## config.mk

```make
export PLATFORM = sky130hd
export DESIGN_NAME = frontend_top
export DESIGN_NICKNAME = d
export VERILOG_FILES = /design/src/hdl/pipeline_types.sv /design/src/hdl/update_if.sv /design/src/hdl/predict_if.sv /design/src/hdl/frontend_top.sv /design/src/hdl/instbuffer.sv /design/src/hdl/bpu.sv /design/src/hdl/pc_reg.sv
export SDC_FILE = /design/constraint.sdc
export NUM_CORES = 2
export LEC_CHECK = 0
export BUFFER_PORTS_ARGS = -buffer_cell sky130_fd_sc_hd__clkbuf_2
export CAP_MARGIN = 30
export CELL_PAD_IN_SITES_DETAIL_PLACEMENT = 1
export CELL_PAD_IN_SITES_GLOBAL_PLACEMENT = 2
export CORE_AREA = 2 2 368 407
export CTS_CLUSTER_DIAMETER = 120
export DETAILED_ROUTE_END_ITERATION = 6
export DIE_AREA = 0 0 370 409
export GPL_TIMING_DRIVEN = 0
export PLACE_DENSITY_LB_ADDON = 0.1
export SLEW_MARGIN = 5
export SYNTH_ARGS = -nofsm -noshare
export SYNTH_HDL_FRONTEND = slang
export SYNTH_SLANG_ARGS = --single-unit
```

## constraint.sdc

```tcl
create_clock -name clk -period 32.5 [get_ports clk]
set_input_delay 1.625 -clock clk [delete_from_list [all_inputs] [get_ports clk]]
set_output_delay 1.625 -clock clk [all_outputs]
set_load 0.005 [all_outputs]
```

## src/hdl/pipeline_types.sv

```systemverilog
package pipeline_types;

    //////////////////////////////
    // Datapath widths
    //////////////////////////////

    // Byte address of an instruction
    typedef logic [31:0] addr_t;

    // Raw 32-bit instruction word
    typedef logic [31:0] inst_t;

    // Saturating direction counter, taken from 2 upward
    typedef logic [1:0] counter_t;

    // Credits held toward the backend
    typedef logic [3:0] credit_t;

    //////////////////////////////
    // Constants
    //////////////////////////////

    // First fetch address out of reset
    localparam addr_t PC_RESET = 32'h0000_1000;

    // Sequential step for one instruction
    localparam addr_t PC_STEP = 32'd4;

    // Direction counter levels
    localparam counter_t CTR_MIN        = 2'd0;
    localparam counter_t CTR_WEAK_TAKEN = 2'd2;
    localparam counter_t CTR_MAX        = 2'd3;

    //////////////////////////////
    // Fetch control
    //////////////////////////////

    typedef enum logic [1:0] {
        FETCH_RUN   = 2'd0,
        FETCH_HOLD  = 2'd1,
        FETCH_DRAIN = 2'd2
    } fetch_state_e;

    // One queued instruction together with its prediction
    typedef struct packed {
        addr_t pc;
        inst_t inst;
        logic  pred_taken;
        addr_t pred_target;
    } fetch_entry_t;

endpackage
```

## src/hdl/update_if.sv

```systemverilog
`timescale 1ns/1ps

interface update_if
    import pipeline_types::*;
();

    // Resolved branch from the backend
    logic  upd_valid;
    addr_t upd_pc;
    logic  upd_taken;
    addr_t upd_target;

    // Redirect, target travels in upd_target
    logic  flush;

    modport bpu_side (
        input upd_valid, upd_pc, upd_taken, upd_target
    );

    modport pc_side (
        input flush, upd_target
    );

    modport buf_side (
        input flush
    );

endinterface

```

## src/hdl/predict_if.sv

```systemverilog
`timescale 1ns/1ps

interface predict_if
    import pipeline_types::*;
();

    // Fetch request toward the cache
    addr_t fetch_pc;
    logic  fetch_req;

    // BTB answer for fetch_pc in the same cycle
    logic  pred_taken;
    addr_t pred_target;

    // Two or more free buffer slots
    logic  buf_ready;

    modport pc_side (
        output fetch_pc, fetch_req,
        input  pred_taken, pred_target, buf_ready
    );

    modport bpu_side (
        input  fetch_pc,
        output pred_taken, pred_target
    );

    modport buf_side (
        input  fetch_pc, fetch_req, pred_taken, pred_target,
        output buf_ready
    );

endinterface

```

## src/hdl/frontend_top.sv

```systemverilog
`timescale 1ns/1ps

module frontend_top
    import pipeline_types::*;
#(
    parameter int BTB_INDEX_BITS  = 4,
    parameter int BUF_DEPTH       = 8,
    parameter int BACKEND_CREDITS = 4
) (
    input  logic  clk,
    input  logic  rst,

    // Instruction cache
    output addr_t fetch_pc,
    output logic  fetch_req,
    input  inst_t icache_inst,
    input  logic  icache_valid,
    input  logic  icache_stall,

    // Branch update and redirect
    input  logic  upd_valid,
    input  addr_t upd_pc,
    input  logic  upd_taken,
    input  addr_t upd_target,
    input  logic  flush,

    // Backend delivery
    input  logic  credit_return,
    output logic  out_valid,
    output addr_t out_pc,
    output inst_t out_inst,
    output logic  out_pred_taken,
    output addr_t out_pred_target
);

    predict_if pred_bus ();
    update_if  upd_bus ();

    assign fetch_pc  = pred_bus.fetch_pc;
    assign fetch_req = pred_bus.fetch_req;

    assign upd_bus.upd_valid  = upd_valid;
    assign upd_bus.upd_pc     = upd_pc;
    assign upd_bus.upd_taken  = upd_taken;
    assign upd_bus.upd_target = upd_target;
    assign upd_bus.flush      = flush;

    pc_reg u_pc_reg (
        .clk,
        .rst,
        .icache_stall,
        .pred (pred_bus.pc_side),
        .upd  (upd_bus.pc_side)
    );

    bpu #(
        .BTB_INDEX_BITS (BTB_INDEX_BITS)
    ) u_bpu (
        .clk,
        .rst,
        .pred (pred_bus.bpu_side),
        .upd  (upd_bus.bpu_side)
    );

    instbuffer #(
        .BUF_DEPTH       (BUF_DEPTH),
        .BACKEND_CREDITS (BACKEND_CREDITS)
    ) u_instbuffer (
        .clk,
        .rst,
        .icache_inst,
        .icache_valid,
        .credit_return,
        .pred (pred_bus.buf_side),
        .upd  (upd_bus.buf_side),
        .out_valid,
        .out_pc,
        .out_inst,
        .out_pred_taken,
        .out_pred_target
    );

endmodule

```

## src/hdl/instbuffer.sv

```systemverilog
`timescale 1ns/1ps

module instbuffer
    import pipeline_types::*;
#(
    parameter int BUF_DEPTH       = 8,
    parameter int BACKEND_CREDITS = 4
) (
    input  logic        clk,
    input  logic        rst,
    input  inst_t       icache_inst,
    input  logic        icache_valid,
    input  logic        credit_return,
    predict_if.buf_side pred,
    update_if.buf_side  upd,
    output logic        out_valid,
    output addr_t       out_pc,
    output inst_t       out_inst,
    output logic        out_pred_taken,
    output addr_t       out_pred_target
);

    localparam int PTR_BITS = (BUF_DEPTH > 1) ? $clog2(BUF_DEPTH) : 1;
    localparam int CNT_BITS = $clog2(BUF_DEPTH + 1);

    typedef logic [PTR_BITS-1:0] ptr_t;
    typedef logic [CNT_BITS-1:0] count_t;

    // Tag stage for the fetch now in flight
    addr_t tag_pc;
    logic  tag_taken;
    addr_t tag_target;
    logic  drop_return;

    fetch_entry_t mem [BUF_DEPTH];
    fetch_entry_t out_entry;
    ptr_t         wr_ptr;
    ptr_t         rd_ptr;
    count_t       count;
    credit_t      credit;
    logic         wr_en;
    logic         rd_en;

    function automatic ptr_t ptr_inc(ptr_t p);
        return (p == ptr_t'(BUF_DEPTH - 1)) ? '0 : p + 1'b1;
    endfunction

    always_ff @(posedge clk) begin
        if (pred.fetch_req) begin
            tag_pc     <= pred.fetch_pc;
            tag_taken  <= pred.pred_taken;
            tag_target <= pred.pred_target;
        end
    end

    // Return of the fetch issued during a flush is thrown away
    always_ff @(posedge clk) begin
        if (rst) begin
            drop_return <= 1'b0;
        end else begin
            drop_return <= upd.flush;
        end
    end

    //////////////////////////////
    // FIFO control
    //////////////////////////////

    assign wr_en = icache_valid && !drop_return && !upd.flush;
    assign rd_en = (count != '0) && (credit != '0) && !upd.flush;

    // Room for the fetch in flight plus one more
    assign pred.buf_ready = (count_t'(BUF_DEPTH) - count) >= 2;

    always_ff @(posedge clk) begin
        if (rst || upd.flush) begin
            wr_ptr <= '0;
            rd_ptr <= '0;
            count  <= '0;
        end else begin
            if (wr_en) begin
                wr_ptr <= ptr_inc(wr_ptr);
            end
            if (rd_en) begin
                rd_ptr <= ptr_inc(rd_ptr);
            end
            count <= count + count_t'(wr_en) - count_t'(rd_en);
        end
    end

    always_ff @(posedge clk) begin
        if (rst) begin
            credit <= credit_t'(BACKEND_CREDITS);
        end else begin
            credit <= credit - credit_t'(rd_en) + credit_t'(credit_return);
        end
    end

    //////////////////////////////
    // Storage and output stage
    //////////////////////////////

    always_ff @(posedge clk) begin
        if (wr_en) begin
            mem[wr_ptr] <= '{pc: tag_pc, inst: icache_inst,
                             pred_taken: tag_taken, pred_target: tag_target};
        end
        if (rd_en) begin
            out_entry <= mem[rd_ptr];
        end
    end

    always_ff @(posedge clk) begin
        if (rst) begin
            out_valid <= 1'b0;
        end else begin
            out_valid <= rd_en;
        end
    end

    assign out_pc          = out_entry.pc;
    assign out_inst        = out_entry.inst;
    assign out_pred_taken  = out_entry.pred_taken;
    assign out_pred_target = out_entry.pred_target;

    // Fetch throttling in pc_reg keeps the queue from overflowing
    a_no_overflow: assert property (@(posedge clk) disable iff (rst)
        wr_en |-> count < BUF_DEPTH);

    // Backend never returns more than it was given
    a_credit_max: assert property (@(posedge clk) disable iff (rst)
        credit <= BACKEND_CREDITS);

endmodule

```

## src/hdl/bpu.sv

```systemverilog
`timescale 1ns/1ps

module bpu
    import pipeline_types::*;
#(
    parameter int BTB_INDEX_BITS = 4
) (
    input logic         clk,
    input logic         rst,
    predict_if.bpu_side pred,
    update_if.bpu_side  upd
);

    localparam int ENTRIES  = 1 << BTB_INDEX_BITS;
    localparam int TAG_BITS = 32 - BTB_INDEX_BITS - 2;

    typedef logic [BTB_INDEX_BITS-1:0] btb_idx_t;
    typedef logic [TAG_BITS-1:0]       btb_tag_t;

    //////////////////////////////
    // BTB storage
    //////////////////////////////

    logic     btb_valid  [ENTRIES];
    btb_tag_t btb_tag    [ENTRIES];
    addr_t    btb_target [ENTRIES];
    counter_t btb_ctr    [ENTRIES];

    btb_idx_t rd_idx;
    btb_tag_t rd_tag;
    logic     rd_hit;
    btb_idx_t wr_idx;
    btb_tag_t wr_tag;
    logic     wr_hit;

    //////////////////////////////
    // Lookup
    //////////////////////////////

    assign rd_idx = pred.fetch_pc[BTB_INDEX_BITS+1:2];
    assign rd_tag = pred.fetch_pc[31:BTB_INDEX_BITS+2];
    assign rd_hit = btb_valid[rd_idx] && (btb_tag[rd_idx] == rd_tag);

    assign pred.pred_taken = rd_hit && (btb_ctr[rd_idx] >= CTR_WEAK_TAKEN);

    // Target of the indexed entry, used only when predicted taken
    assign pred.pred_target = btb_target[rd_idx];

    //////////////////////////////
    // Training
    //////////////////////////////

    assign wr_idx = upd.upd_pc[BTB_INDEX_BITS+1:2];
    assign wr_tag = upd.upd_pc[31:BTB_INDEX_BITS+2];
    assign wr_hit = btb_valid[wr_idx] && (btb_tag[wr_idx] == wr_tag);

    always_ff @(posedge clk) begin
        if (rst) begin
            for (int i = 0; i < ENTRIES; i++) begin
                btb_valid[i] <= 1'b0;
            end
        end else if (upd.upd_valid && upd.upd_taken) begin
            btb_valid[wr_idx] <= 1'b1;
        end
    end

    always_ff @(posedge clk) begin
        if (upd.upd_valid) begin
            if (upd.upd_taken) begin
                btb_tag[wr_idx]    <= wr_tag;
                btb_target[wr_idx] <= upd.upd_target;
                if (!wr_hit) begin
                    // New or replaced entry starts weakly taken
                    btb_ctr[wr_idx] <= CTR_WEAK_TAKEN;
                end else if (btb_ctr[wr_idx] != CTR_MAX) begin
                    btb_ctr[wr_idx] <= btb_ctr[wr_idx] + 2'd1;
                end
            end else if (wr_hit && (btb_ctr[wr_idx] != CTR_MIN)) begin
                btb_ctr[wr_idx] <= btb_ctr[wr_idx] - 2'd1;
            end
        end
    end

endmodule

```

## src/hdl/pc_reg.sv

```systemverilog
`timescale 1ns/1ps

module pc_reg
    import pipeline_types::*;
(
    input logic        clk,
    input logic        rst,
    input logic        icache_stall,
    predict_if.pc_side pred,
    update_if.pc_side  upd
);

    fetch_state_e state;
    fetch_state_e state_next;
    addr_t        pc_next;
    logic         issue;

    // Bubble after reset and after every flush
    assign pred.fetch_req = (state != FETCH_DRAIN) && pred.buf_ready;
    assign issue = pred.fetch_req && !icache_stall;

    //////////////////////////////
    // Next PC and state
    //////////////////////////////

    always_comb begin
        pc_next    = pred.fetch_pc;
        state_next = state;
        if (upd.flush) begin
            pc_next    = upd.upd_target;
            state_next = FETCH_DRAIN;
        end else begin
            case (state)
                FETCH_DRAIN: begin
                    state_next = FETCH_RUN;
                end
                FETCH_RUN, FETCH_HOLD: begin
                    if (issue) begin
                        state_next = FETCH_RUN;
                        pc_next = pred.pred_taken ? pred.pred_target
                                                  : pred.fetch_pc + PC_STEP;
                    end else if (pred.fetch_req) begin
                        // Cache busy, request held for retry
                        state_next = FETCH_HOLD;
                    end else begin
                        state_next = FETCH_RUN;
                    end
                end
                default: begin
                    state_next = FETCH_RUN;
                end
            endcase
        end
    end

    always_ff @(posedge clk) begin
        if (rst) begin
            state         <= FETCH_DRAIN;
            pred.fetch_pc <= PC_RESET;
        end else begin
            state         <= state_next;
            pred.fetch_pc <= pc_next;
        end
    end

    // Fetch addresses stay word aligned
    a_pc_aligned: assert property (@(posedge clk) disable iff (rst)
        pred.fetch_pc[1:0] == 2'b00);

endmodule

```

==> flow_metrics.py <==
metrics = {
    "power_and_ir_drop": {
        "power.leakage_nw": 29.2,
        "seqPwrFrac_pct": 52.0,
        "irDropWorstVdd_mv": 0.0560,
        "combPwrFrac_pct": 8.9,
        "power_switching_mw": 1.32,
        "powerDensity_mw_per_mm2": 61.4,
        "p_sw_share_pct": 23.3,
        "pwr-share-clk_pct": 39.1,
        "intPower_mw": 4.34,
    },
    "global_route": {
        "grt.total_usage_pct": 31.7,
        "antenna_found_initial": 27,
        "grt_overflow": 0,
        "grt_max_degree": 57,
        "grt_pass1_vias": 43400,
        "grt_pass1_wl_um": 334000,
    },
    "cts": {
        "ctsHoldBuffers": 0,
        "post-cts-setup-buffers": 0,
        "numCtsBuffers": 195,
        "clockBufferDepth": 3,
        "cts_resized": 0,
        "clkTransAtPathRegs_ns": 0.06,
        "root_buffer": "clkbuf_16",
        "clk_latency_ns": 0.87,
        "cts_tree": "built",
        "cts.sinks": 1968,
        "cts_max_level": 4,
    },
    "place": {
        "place_congestion": 0.882,
        "post_dp_cell_area_mm2": 0.0857,
        "dp_hpwl_um": 163000,
        "port_buffers": 226,
        "dp_slack_ns": 25.48,
    },
    "floorplanning": {
        "num_rows": 148,
        "dieArea_mm2": 0.151,
        "start_util_pct": 53.7,
        "coreArea_mm2": 0.147,
        "ioPinCount": 235,
        "die_x_um": 370,
        "die_h_um": 409,
    },
    "cells_and_area": {
        "multiInputGateArea_mm2": 0.0196,
        "top_register": "u_instbuffer.mem",
        "largest_reg_flops": 776,
        "seqCellArea_mm2": 0.0584,
        "drive_above_1_share_pct": 34.6,
        "final_cell_area_mm2": 0.0920,
        "syn2layout_area_growth_pct": 16.5,
        "top_regs": "u_instbuffer.mem: 776 flops, u_bpu.btb_target: 512 flops, u_bpu.btb_tag: 416 flops",
        "layout.nets": 4366,
        "nFillCells": 12000,
    },
    "worst_setup_path": {
        "rrSetupSlack_ns": 27.10,
        "start_kind": "input pin",
        "worstPathArrival_ns": 6.76,
        "end_kind": "flip-flop",
        "required_ns": 32.98,
        "crit_type": "in -> reg",
        "crit_path_max_fanout": 10,
    },
    "synthesis": {
        "synthCells": 3617,
        "synth_edf_count": 1898,
        "synth_ff_type": "edfxtp_1",
        "synth.distinct_cells": 99,
        "yosysSeqAreaShare_pct": 73.9,
        "ys_warn_count": 0,
        "post_synth_instance_area_mm2": 0.0790,
        "yosysMostFrequentCell": "edfxtp_1",
        "synth_commonest_cells": "edfxtp_1, mux4_2, mux2_2, nor2_1, clkbuf_1",
        "synth-seq-cells": 1968,
        "synth_largest_area_cell": "edfxtp_1",
        "syn_area_per_cell_um2": 21.8,
        "syn-num-nets": 3744,
        "synth_top_area_share_pct": 72.2,
        "synthArstFlopShare_pct": 0,
        "synthTopCellsByArea": "edfxtp_1, mux4_2, dfxtp_1",
    },
    "timing": {
        "final.setup.worst_slack_ns": 26.23,
        "fin_crit_ns": 6.27,
        "relSlewSlack_pct": 27.5,
        "fin_crit_sh_pct": 19.3,
        "rsz0062_at_grt": "no",
        "fmax_mhz": 159,
        "clock_skew_ns": 0.0443,
        "setup_tns_ns": 0,
        "slew_viol_final": 0,
        "setup_violations": 0,
        "tightest_slew_ns": 1.09,
        "final_hold_viol_count": 0,
    },
    "routing": {
        "first_pass_iters": 5,
        "viasPerCell": 6.60,
        "num_vias": 42000,
        "ant_nets": 0,
        "drt_first_iter_violations": 5165,
        "wl_per_cell_um": 37.2,
        "wl_um": 236000,
        "drc": 0,
    },
    "run": {
        "cap_violations": 0,
    },
    "run_status": {
        "outcome": "finished clean",
    },
    "hold_path": {
        "worstHoldPathType": "reg -> reg",
    },
}
==> final cells by class <==
cell class	count	share of cell area, %
antenna	3	0.00816
buffer	197	1.17
clock buffer	268	5.78
clock inverter	94	0.990
inverter	36	0.152
multi-input combinational	1416	21.3
sequential	1968	63.5
tap	1950	2.65
timing repair buffer	425	4.54
==> worst max-delay path, stage by stage <==
cell and delay [ns]:
clkbuf_1 0.18, buf_2 0.39, buf_1 0.54, buf_6 0.25
mux4_2 0.51, mux4_2 0.49, xnor2_1 0.47, nand4_1 0.31
nor3_1 0.78, nand2_1 0.21, nor2_1 0.17, nor2_1 0.14
clkbuf_1 0.27, nor3_1 0.43
==> worst paths after layout <==
kind | from | end | cells after the start
hold / removal | u_bpu.btb_valid[0] | u_bpu.btb_valid[0] | 1
setup reg to reg | flip-flop | u_pc_reg.pred.fetch_pc[19] | 16
setup / recovery | upd_pc[2] | u_bpu.btb_ctr[6][1] | 14
hold reg to reg | u_bpu.btb_valid[0] | u_bpu.btb_valid[0] | 1
==> cells by family (layout without fill, tap and decap cells) <==
| kind of cell | after synthesis | count (layout) | share of synthesized area (%) |
|---|---|---|---|
| buf+inv | 233 | 1020 | 1.53 |
| fa+ha+maj | 23 | 23 | 0.383 |
| simple gates | 391 | 391 | 2.61 |
| other cells | 0 | 3 | 0 |
| mux | 758 | 758 | 19.2 |
| flops | 1968 | 1968 | 73.9 |
| xor+xnor | 52 | 52 | 0.577 |
| compound gates | 192 | 192 | 1.80 |
==> layout by cell type (no fill, tap or decap), types with 13 or more instances in the layout <==
cell type,instances
a21oi_1,37
buf_4,52
clkbuf_1,149
nand4_1,27
clkbuf_8,13
nor2_1,78
buf_16,23
nor2_4,19
clkbuf_2,227
nand3_1,35
inv_1,32
ha_1,21
buf_6,62
buf_8,37
o21ai_0,32
buf_1,37
xor2_1,14
nor3_1,39
clkinv_2,30
edfxtp_1,1898
mux2i_1,49
buf_12,58
dfxtp_1,70
mux4_2,576
xnor2_1,38
mux2_2,121
buf_2,30
nand2_1,70
and3_1,21
clkinv_1,35
clkbuf_16,197
==> metal layers <==
layer	routed length [µm]	vias up	track usage, %
met5	143	-	0
met4	8960	22	11.3
met3	20000	423	6.61
met2	115000	2168	50.4
met1	92400	22700	44.0
li1	-	16600	-
==> power groups by stage <==
| stage | Sequential, mW | Combinational (mW) | Clock (mW) |
|---|---|---|---|
| 6_report | 2.94 | 0.505 | 2.21 |
| 5_1_grt | 2.94 | 0.534 | 2.32 |
| 3_5_place_dp | 2.99 | 0.500 | 0 |
| 2_1_floorplan | 2.97 | 0.272 | 0 |
| 4_1_cts | 2.94 | 0.503 | 2.23 |
| 3_3_place_gp | 3.00 | 0.462 | 0 |
==> stage by stage <==
| step | total power, mW | cells | hold WS [ns] | util [%] |
|---|---|---|---|---|
| final | 5.65 | 6357 | 0.502 | 62.5 |
| after global routing | 5.80 | 6356 | 0.521 | 62.5 |
| after CTS | 5.67 | 6344 | 0.505 | 62.4 |
| after detailed placement | 3.49 | 5982 | 0.494 | 58.2 |
| after global placement | 3.46 | 5793 | 0.450 | 56.1 |
| after floorplan | 3.24 | 3617 | 0.436 | - |
(Power assumes the default switching activity.)
